**src/quark_defs.svh**
```systemverilog
// Quark core constants: address width, reset address, word width and register count
`ifndef QUARK_DEFS_SVH
`define QUARK_DEFS_SVH

// Internal address width
// PC and store address adders are this wide
`define QUARK_ADDR_WIDTH 24

// Address of the first instruction fetch after reset
`define QUARK_RESET_ADDR 0

// Data word width, RV32
`define QUARK_XLEN 32

// Number of integer registers, x0 included
`define QUARK_NREGS 32

// Bytes per word, one write-mask bit per byte
`define QUARK_NBYTES (`QUARK_XLEN / 8)

`endif

```
**src/quarkPkg.sv**
```systemverilog
// Quark shared types: FSM states, opcodes, ALU functions and memory-port structs
`default_nettype none

`include "quark_defs.svh"

package quarkPkg;

   // Fetch/execute FSM states
   typedef enum logic [1:0] {
      fetchInstr,
      waitInstr,
      execute,
      waitAluOrMem
   } coreState;

   // Major opcodes, instruction bits 6..2
   // Anything not listed decodes as other and runs as a no-op
   typedef enum logic [4:0] {
      aluImm = 5'b00100,
      store  = 5'b01000,
      aluReg = 5'b01100,
      lui    = 5'b01101,
      other  = 5'b11111
   } opcode;

   // ALU function, funct3 field
   typedef enum logic [2:0] {
      addSub = 3'b000,
      sll    = 3'b001,
      slt    = 3'b010,
      sltu   = 3'b011,
      xorOp  = 3'b100,
      srlSra = 3'b101,
      orOp   = 3'b110,
      andOp  = 3'b111
   } aluFunct;

   // Core to memory, 69 bits
   typedef struct packed {
      logic [`QUARK_XLEN-1:0]   addr;
      logic [`QUARK_XLEN-1:0]   wdata;
      logic [`QUARK_NBYTES-1:0] wmask;
      logic                     rstrb;
   } memReq;

   // Memory to core, 34 bits
   typedef struct packed {
      logic [`QUARK_XLEN-1:0] rdata;
      logic                   rbusy;
      logic                   wbusy;
   } memRsp;

endpackage

`default_nettype wire

```
**src/quarkControl.sv**
```systemverilog
// Quark fetch/execute FSM, produces the fetch, latch, execute and write-back strobes
`timescale 1ns/10ps
`default_nettype none

module quarkControl (
   input  wire                 clk,
   input  wire                 reset,
   input  quarkPkg::opcode     op,
   input  wire                 isShift,
   input  wire                 shiftBusy,
   input  wire                 rbusy,
   input  wire                 wbusy,
   output logic                fetch,
   output logic                latch,
   output logic                exec,
   output logic                writeBack
);
   import quarkPkg::*;

   coreState state;

   // Opcodes that write rd
   logic opWrites;
   // Opcodes that must wait for the shifter or the memory
   logic needWait;

   assign opWrites = (op == aluImm) || (op == aluReg) || (op == lui);
   assign needWait = (op == store) || isShift;

   // Strobes decoded from the state
   assign fetch = (state == fetchInstr);
   // Instruction word valid once rbusy drops
   assign latch = (state == waitInstr) && !rbusy;
   assign exec  = (state == execute);

   // Shift results are written while waiting, the last write lands as shiftBusy falls
   assign writeBack = opWrites &&
                      (((state == execute) && !isShift) || (state == waitAluOrMem));

   always_ff @(posedge clk) begin
      if (!reset) begin
         // Start by waiting for the memory to be ready for writes
         state <= waitAluOrMem;
      end else begin
         case (state)
            fetchInstr: state <= waitInstr;
            waitInstr: begin
               if (!rbusy) begin
                  state <= execute;
               end
            end
            execute: state <= needWait ? waitAluOrMem : fetchInstr;
            // waitAluOrMem
            default: begin
               if (!shiftBusy && !wbusy) begin
                  state <= fetchInstr;
               end
            end
         endcase
      end
   end

endmodule

`default_nettype wire

```
**src/quarkCore.sv**
```systemverilog
// Quark core top, connects FSM, shifter, register file and datapath to the memory port
`timescale 1ns/10ps
`default_nettype none

`include "quark_defs.svh"

module quarkCore (
   input  wire                 clk,
   input  wire                 reset,
   output quarkPkg::memReq     memOut,
   input  quarkPkg::memRsp     memIn
);
   import quarkPkg::*;

   // Decode results
   opcode                  op;
   aluFunct                funct;
   logic                   isShift;
   logic                   arith;
   logic [4:0]             rd;
   // FSM strobes
   logic                   fetch, latch, exec, writeBack;
   // Shifter handshake
   logic                   shiftStart, shiftBusy;
   logic [4:0]             shiftAmount;
   logic [`QUARK_XLEN-1:0] shiftResult;
   // Operands and write-back value
   logic [`QUARK_XLEN-1:0] rs1, rs2, wbData;

   quarkControl quarkControl_inst (
      .clk(clk), .reset(reset), .op(op), .isShift(isShift),
      .shiftBusy(shiftBusy), .rbusy(memIn.rbusy), .wbusy(memIn.wbusy),
      .fetch(fetch), .latch(latch), .exec(exec), .writeBack(writeBack)
   );

   quarkShifter quarkShifter_inst (
      .clk(clk), .reset(reset), .start(shiftStart), .operand(rs1),
      .amount(shiftAmount), .funct(funct), .arith(arith),
      .result(shiftResult), .shiftBusy(shiftBusy)
   );

   // Same rdata word feeds operand fetch and the instruction register
   quarkRegFile quarkRegFile_inst (
      .clk(clk), .latch(latch), .fetched(memIn.rdata), .writeBack(writeBack),
      .rd(rd), .wdata(wbData), .rs1(rs1), .rs2(rs2)
   );

   quarkExecute quarkExecute_inst (
      .clk(clk), .reset(reset), .latch(latch), .exec(exec), .fetch(fetch),
      .fetched(memIn.rdata), .rs1(rs1), .rs2(rs2), .shiftResult(shiftResult),
      .op(op), .isShift(isShift), .funct(funct), .arith(arith),
      .shiftStart(shiftStart), .shiftAmount(shiftAmount), .rd(rd),
      .wbData(wbData), .mem(memOut)
   );

endmodule

`default_nettype wire

```
**src/quarkExecute.sv**
```systemverilog
// Quark datapath: instruction register, decode, ALU, PC and memory request
`timescale 1ns/10ps
`default_nettype none

`include "quark_defs.svh"

module quarkExecute (
   input  wire                      clk,
   input  wire                      reset,
   input  wire                      latch,
   input  wire                      exec,
   input  wire                      fetch,
   input  wire  [`QUARK_XLEN-1:0]   fetched,
   input  wire  [`QUARK_XLEN-1:0]   rs1,
   input  wire  [`QUARK_XLEN-1:0]   rs2,
   input  wire  [`QUARK_XLEN-1:0]   shiftResult,
   output quarkPkg::opcode          op,
   output logic                     isShift,
   output quarkPkg::aluFunct        funct,
   output logic                     arith,
   output logic                     shiftStart,
   output logic [4:0]               shiftAmount,
   output logic [4:0]               rd,
   output logic [`QUARK_XLEN-1:0]   wbData,
   output quarkPkg::memReq          mem
);
   import quarkPkg::*;

   localparam int AW = `QUARK_ADDR_WIDTH;

   // Bits 1:0 are always 11 in RV32I, not stored
   logic [31:2]                 instr;
   logic [AW-1:0]               pc;
   logic [AW-1:0]               storeAddr;
   // Set from fetch until the word is latched, selects PC on the address bus
   logic                        instrPending;
   logic                        isAlu;
   logic [`QUARK_XLEN-1:0]      iImm, sImm, uImm;
   logic [`QUARK_XLEN-1:0]      aluIn2, aluOut;
   logic [`QUARK_XLEN:0]        aluMinus;
   logic                        lt, ltu;

   always_ff @(posedge clk) begin
      if (!reset) begin
         // Cleared word decodes as other, so nothing is written after reset
         instr        <= '0;
         pc           <= AW'(`QUARK_RESET_ADDR);
         instrPending <= 1'b0;
      end else begin
         if (latch) begin
            instr <= fetched[31:2];
         end
         if (exec) begin
            pc <= pc + AW'(4);
         end
         if (fetch) begin
            instrPending <= 1'b1;
         end else if (latch) begin
            instrPending <= 1'b0;
         end
      end
   end

   // Major opcode, unknown ones fold into other
   always_comb begin
      case (instr[6:2])
         5'b00100: op = aluImm;
         5'b01100: op = aluReg;
         5'b01101: op = lui;
         5'b01000: op = store;
         default:  op = other;
      endcase
   end

   assign funct       = aluFunct'(instr[14:12]);
   assign arith       = instr[30];
   assign rd          = instr[11:7];
   assign isAlu       = (op == aluImm) || (op == aluReg);
   assign isShift     = isAlu && ((funct == sll) || (funct == srlSra));
   assign shiftStart  = exec && isAlu;
   assign shiftAmount = aluIn2[4:0];

   // Immediate formats
   assign iImm = {{21{instr[31]}}, instr[30:20]};
   assign sImm = {{21{instr[31]}}, instr[30:25], instr[11:7]};
   assign uImm = {instr[31:12], 12'b0};

   // Second operand is rs2 only for register-register ops
   assign aluIn2   = (op == aluReg) ? rs2 : iImm;
   // One subtractor serves SUB, SLT and SLTU
   assign aluMinus = {1'b0, rs1} - {1'b0, aluIn2};
   assign ltu      = aluMinus[`QUARK_XLEN];
   assign lt       = (rs1[`QUARK_XLEN-1] ^ aluIn2[`QUARK_XLEN-1]) ?
                     rs1[`QUARK_XLEN-1] : ltu;

   always_comb begin
      case (funct)
         // SUB only for register-register, bit 30 belongs to the immediate otherwise
         addSub:  aluOut = ((op == aluReg) && instr[30]) ? aluMinus[`QUARK_XLEN-1:0] :
                           rs1 + aluIn2;
         slt:     aluOut = {{(`QUARK_XLEN-1){1'b0}}, lt};
         sltu:    aluOut = {{(`QUARK_XLEN-1){1'b0}}, ltu};
         xorOp:   aluOut = rs1 ^ aluIn2;
         orOp:    aluOut = rs1 | aluIn2;
         andOp:   aluOut = rs1 & aluIn2;
         default: aluOut = shiftResult;
      endcase
   end

   assign wbData    = (op == lui) ? uImm : aluOut;
   assign storeAddr = rs1[AW-1:0] + sImm[AW-1:0];

   // Memory request, PC during fetch and wait, store address otherwise
   always_comb begin
      mem.addr  = {{(`QUARK_XLEN-AW){1'b0}}, (fetch || instrPending) ? pc : storeAddr};
      mem.wdata = rs2;
      mem.wmask = {`QUARK_NBYTES{exec && (op == store)}};
      mem.rstrb = fetch;
   end

endmodule

`default_nettype wire

```
**src/quarkRegFile.sv**
```systemverilog
// Quark register file, 32 entries, both operands read when the instruction is latched
`timescale 1ns/10ps
`default_nettype none

`include "quark_defs.svh"

module quarkRegFile (
   input  wire                      clk,
   input  wire                      latch,
   input  wire  [`QUARK_XLEN-1:0]   fetched,
   input  wire                      writeBack,
   input  wire  [4:0]               rd,
   input  wire  [`QUARK_XLEN-1:0]   wdata,
   output logic [`QUARK_XLEN-1:0]   rs1,
   output logic [`QUARK_XLEN-1:0]   rs2
);

   logic [`QUARK_XLEN-1:0] regs [0:`QUARK_NREGS-1];
   // Source indices straight from the incoming word
   logic [4:0]             rs1Id;
   logic [4:0]             rs2Id;

   assign rs1Id = fetched[19:15];
   assign rs2Id = fetched[24:20];

   // x0 is never written
   always_ff @(posedge clk) begin
      if (writeBack && (rd != 5'd0)) begin
         regs[rd] <= wdata;
      end
   end

   // Operand latch, x0 forced to zero on read
   always_ff @(posedge clk) begin
      if (latch) begin
         rs1 <= (rs1Id == 5'd0) ? '0 : regs[rs1Id];
         rs2 <= (rs2Id == 5'd0) ? '0 : regs[rs2Id];
      end
   end

endmodule

`default_nettype wire

```
**src/quarkShifter.sv**
```systemverilog
// Quark serial shifter, one bit per cycle with a down-counter for the remaining amount
`timescale 1ns/10ps
`default_nettype none

`include "quark_defs.svh"

module quarkShifter (
   input  wire                      clk,
   input  wire                      reset,
   input  wire                      start,
   input  wire  [`QUARK_XLEN-1:0]   operand,
   input  wire  [4:0]               amount,
   input  quarkPkg::aluFunct        funct,
   input  wire                      arith,
   output logic [`QUARK_XLEN-1:0]   result,
   output logic                     shiftBusy
);
   import quarkPkg::*;

   logic [`QUARK_XLEN-1:0] shiftReg;
   // Remaining shift steps
   logic [4:0]             count;
   logic                   isShiftFunct;

   assign isShiftFunct = (funct == sll) || (funct == srlSra);
   assign shiftBusy    = |count;
   assign result       = shiftReg;

   // Counter is control state
   always_ff @(posedge clk) begin
      if (!reset) begin
         count <= '0;
      end else if (start && isShiftFunct) begin
         count <= amount;
      end else if (shiftBusy) begin
         count <= count - 5'd1;
      end
   end

   always_ff @(posedge clk) begin
      if (start && isShiftFunct) begin
         shiftReg <= operand;
      end else if (shiftBusy) begin
         // SLL moves left, SRL fills zero, SRA fills with the sign bit
         shiftReg <= (funct == sll) ? {shiftReg[`QUARK_XLEN-2:0], 1'b0} :
                     {arith & shiftReg[`QUARK_XLEN-1], shiftReg[`QUARK_XLEN-1:1]};
      end
   end

endmodule

`default_nettype wire

```
**config.mk**
```make
export PLATFORM = sky130hd
export DESIGN_NAME = quarkCore
export DESIGN_NICKNAME = d
export VERILOG_FILES = /design/src/quarkPkg.sv /design/src/quarkControl.sv /design/src/quarkCore.sv /design/src/quarkExecute.sv /design/src/quarkRegFile.sv /design/src/quarkShifter.sv
export VERILOG_INCLUDE_DIRS = /design/src
export SDC_FILE = /design/constraint.sdc
export NUM_CORES = 2
export LEC_CHECK = 0
export BUFFER_PORTS_ARGS = -buffer_cell sky130_fd_sc_hd__buf_2
export CAP_MARGIN = 10
export CORE_MARGIN = 1
export CORE_UTILIZATION = 43
export DETAILED_ROUTE_END_ITERATION = 7
export HOLD_SLACK_MARGIN = 0.05
export PLACE_DENSITY = 0.64
export SYNTH_ARGS = -nofsm -noshare
export SYNTH_HDL_FRONTEND = slang
export SYNTH_HIERARCHICAL = 1
export SYNTH_SLANG_ARGS = --single-unit
```
**constraint.sdc**
```tcl
create_clock -name clk -period 9.8 [get_ports clk]
set_input_delay 0.49 -clock clk [delete_from_list [all_inputs] [get_ports clk]]
set_output_delay 0.49 -clock clk [all_outputs]
set_load 0.05 [all_outputs]
```
==> metrics.csv <==
stage,metric,value,unit
yosys,YS warnings,6,
placed_design,Setup WS pre-CTS,4.41,ns
yosys,"Async S/R FF share, synth",0,
timing,Max Clock Freq,183,MHz
setup_path,Crit-path slowest cell,a2111oi_0,
timing,count of final hold-check violations,0,
pwr,Pwr Total,14.6,mW
setup_path,RR Endpoint,quarkRegFile_inst/regs[5][28],
route,via count,39900,
cells_and_area,finished layout cell area,67400,um2
global_routing,grt total ovfl,0,
min_path,Hold Crit Endpoint,quarkControl_inst/state[0],
die,Ports,105,
clock_tree,H-tree levels,3,
die,Starting Density,0.435,
route,DRC viols,1,
clock_tree,CTS Sinks,1180,
timing,period utilisation layout,0.556,
cells_and_area,Multi-input gate area,24300,um2
setup_path,worst path bufs/invs,5,
clock_tree,clk buf depth,3,
placed_design,IO Port Bufs,94,
setup_path,flop-to-flop setup slack,4.35,ns
yosys,Syn Area/Cell,15.0,um2
cells_and_area,Register Area,34800,um2
cells_and_area,Final Net Count,4272,
setup_path,"Req. time, crit path",10.32,ns
route,final wirelength,193000,um
run,maxcap violations,0,
setup_path,cell mode on critical path,buf_4,
yosys,post-synthesis cell area,60700,um2
pwr,Pleak,22.4,nW
yosys,Synth area leader,edfxtp_1,
timing,relative slew slack,0.106,
setup_path,FF-to-FF path depth,19,
timing,Clock Skew,0.0373,ns
yosys,top cell type's share of synthesized area,0.554,
setup_path,Setup CP Type,flop to flop,
pwr,Worst VDD drop,0.228,mV
route,Starting DRT DRC Count,5279,
yosys,most numerous cell in the Yosys netlist,edfxtp_1,
yosys,most frequent cells after synthesis,"edfxtp_1 (1,120), mux4_2 (417), nand2_1 (234)",
clock_tree,CTS tree,yes,
setup_path,worst-path cell chain,nand3b_1 -> nor3_4 -> buf_4 -> nor2b_2 -> buf_4 -> a21o_1 -> inv_1 -> ha_1 -> inv_1 -> nor3_1 -> a211oi_1 -> o32ai_1 -> o22ai_1 -> o41ai_2 -> o21ai_1 -> a2111oi_0 -> a31oi_1 -> o21ai_2 -> buf_4,
cells_and_area,Layout Area Growth over Synthesis,11.1,%
cells_and_area,fill count,11800,
die,die width,378,um
die,Die Y,378,um
clock_tree,clk_lat worst skew,0.75,ns
yosys,"flops & latches, synth",1180,
yosys,Synth Flop Type,edfxtp_1,
timing,RSZ-0062 raised after global routing,false,
setup_path,"delay-heaviest family, CP",compound AO/OA/AOI/OAI gates,
placed_design,gp weighted congestion,0.996,
status,outcome,"finished, violations left",
timing,Final Critical Period,5.45,ns
yosys,Area contributors post-synth,"edfxtp_1 (55%), mux4_2 (15%), mux2i_1 (3.8%)",
global_routing,initial antenna violation count,3,
setup_path,crit path DAT,5.97,ns
route,DRT Pass-1 Iters,8,
die,Placement Rows,137,
clock_tree,CTS root buf,clkbuf_16,
setup_path,Worst setup SP type,flop,
setup_path,"slowest stage delay, CP",0.48,ns
yosys,"EDFF count, synth",1120,
placed_design,dpl cell area,63300,um2
global_routing,vias in the first global route,38600,
timing,"Slew Viols, Final",0,
yosys,Cells after Synth,4058,
global_routing,largest net degree at the start of global routing,95,
yosys,sequential area share after synthesis,0.574,
clock_tree,CTS Buf Count,115,
min_path,hold path startpoint,memIn[0],
timing,post-route setup TNS,0,ns
clock_tree,clock transition at the registers of the reported paths,0.06,ns
setup_path,Setup crit end kind,flop,
timing,Tightest Pin Transition,1.34,ns
min_path,Hold WC Path Type,primary input to flop,
die,Core Area,140000,um2
route,antenna-violating nets left,0,
min_path,hold depth,3,
route,vias per inst,6.55,
timing,"Setup violations, final",0,
setup_path,r2r startpoint,quarkExecute_inst/instr[6],
route,detailed-route wire length per cell,31.8,um
pwr,P per Cell Area,217,nW/um2
cells_and_area,layout cells sized above 1,0.233,
global_routing,first-pass GRT wire length,275000,um
placed_design,Post-DP HPWL,112000,um
setup_path,CP max FO,35,
timing,fin worst setup slack,4.35,ns
die,die area,143000,um2
clock_tree,CTS resizes,0,
global_routing,Total Routing Usage GR,0.269,
yosys,Cell variety after synth,84,
status,failing checks,DRC,
==> placed cells by master (no fill, tap or decap), types with 22 or more instances in the layout <==
cell type,n
xnor2_1,64
mux2_2,51
mux2i_1,231
o22a_1,25
nand2_1,233
clkbuf_16,117
o22ai_1,54
a22o_1,38
dfxtp_1,57
nand4_1,42
o221ai_1,31
nor2_4,33
a21oi_1,150
o21ai_1,33
o21ai_0,82
clkinv_1,27
inv_1,120
nor2b_1,48
a22oi_1,106
mux4_2,417
a211oi_1,41
nor3_1,22
ha_1,121
a21o_1,48
and3_1,47
edfxtp_1,1120
conb_1,40
buf_4,119
nand3_1,78
nor2_1,107
clkinv_2,22
buf_2,87
==> cells by family after synthesis <==
| logic type | Yosys count | share of synthesized area |
|---|---|---|
| AOI/OAI and AO/OA | 781 | 0.0901 |
| xor gates and xnor gates | 82 | 0.0118 |
| adders and majority gates | 124 | 0.0259 |
| buffers and inverters | 459 | 0.0367 |
| DFF | 1180 | 0.574 |
| muxes | 700 | 0.203 |
| other | 2 | 0.000124 |
| and+or+nand+nor | 730 | 0.0591 |
==> final cells by class <==
type,count,share of cell area
sequential,1180,0.517
clock buffer,132,0.0443
clock inverter,77,0.0123
multi-input combinational,2457,0.360
inverter,120,0.00668
tap,1876,0.0348
timing repair buffer,238,0.0254
antenna,2,0.0000742
==> worst min-delay path, stage by stage <==
cell and delay (ns):
buf_2 0.11, o211ai_1 0.12, nand4_1 0.09
==> where the power goes <==
group	switching (mW)	internal (mW)	total, mW
Sequential	0.243	6.55	6.80
Combinational	2.31	0.996	3.31
Clock	1.95	2.59	4.54
==> worst max path at each step <==
stage	cells past startpoint	endpoint	slack (ns)	startpoint
floorplan	16	quarkRegFile_inst/regs[0][16]	4.43	quarkExecute_inst/instr[6]
global placement	17	quarkRegFile_inst/regs[0][18]	4.44	quarkExecute_inst/instr[6]
detailed placement	17	quarkRegFile_inst/regs[6][18]	4.41	quarkExecute_inst/instr[6]
CTS	17	quarkRegFile_inst/regs[14][18]	4.36	quarkExecute_inst/instr[5]
global route	19	quarkRegFile_inst/regs[10][28]	4.00	quarkExecute_inst/instr[6]
finish	19	quarkRegFile_inst/regs[5][28]	4.35	quarkExecute_inst/instr[6]
==> per-stage QoR <==
step,hold slack [ns],utilization,cells
6_report,0.106,0.483,6082
3_3_place_gp,0.494,0.453,5846
4_1_cts,0.0577,0.482,6075
5_1_grt,0.119,0.483,6080
3_5_place_dp,0.500,0.453,5846
2_1_floorplan,0.474,-,4096
==> repair_timing <==
item,4_1_cts,5_1_grt
hold buffers,20,0
buffers inserted,0,0
endpoints found under the hold margin,20,0
==> per-layer routing <==
metal  part of all wire  global-route usage  vias to the layer above
met5                  0                   0                        -
met4              0.048               0.117                        0
met3               0.10              0.0439                      469
met2               0.47               0.435                     2460
met1               0.38               0.359                    20600
li1                   -                   -                    16400
==> state kept, by name, indices dropped and copies added, names as in the netlist <==
register	count
quarkExecute_inst/instrPending	1
quarkShifter_inst/count	5
quarkControl_inst/state	2
quarkRegFile_inst/rs2	32
quarkRegFile_inst/rs1	32
quarkExecute_inst/pc	22
quarkRegFile_inst/regs	1024
quarkShifter_inst/result	32
quarkExecute_inst/instr	30
(Power assumes the default switching activity.)
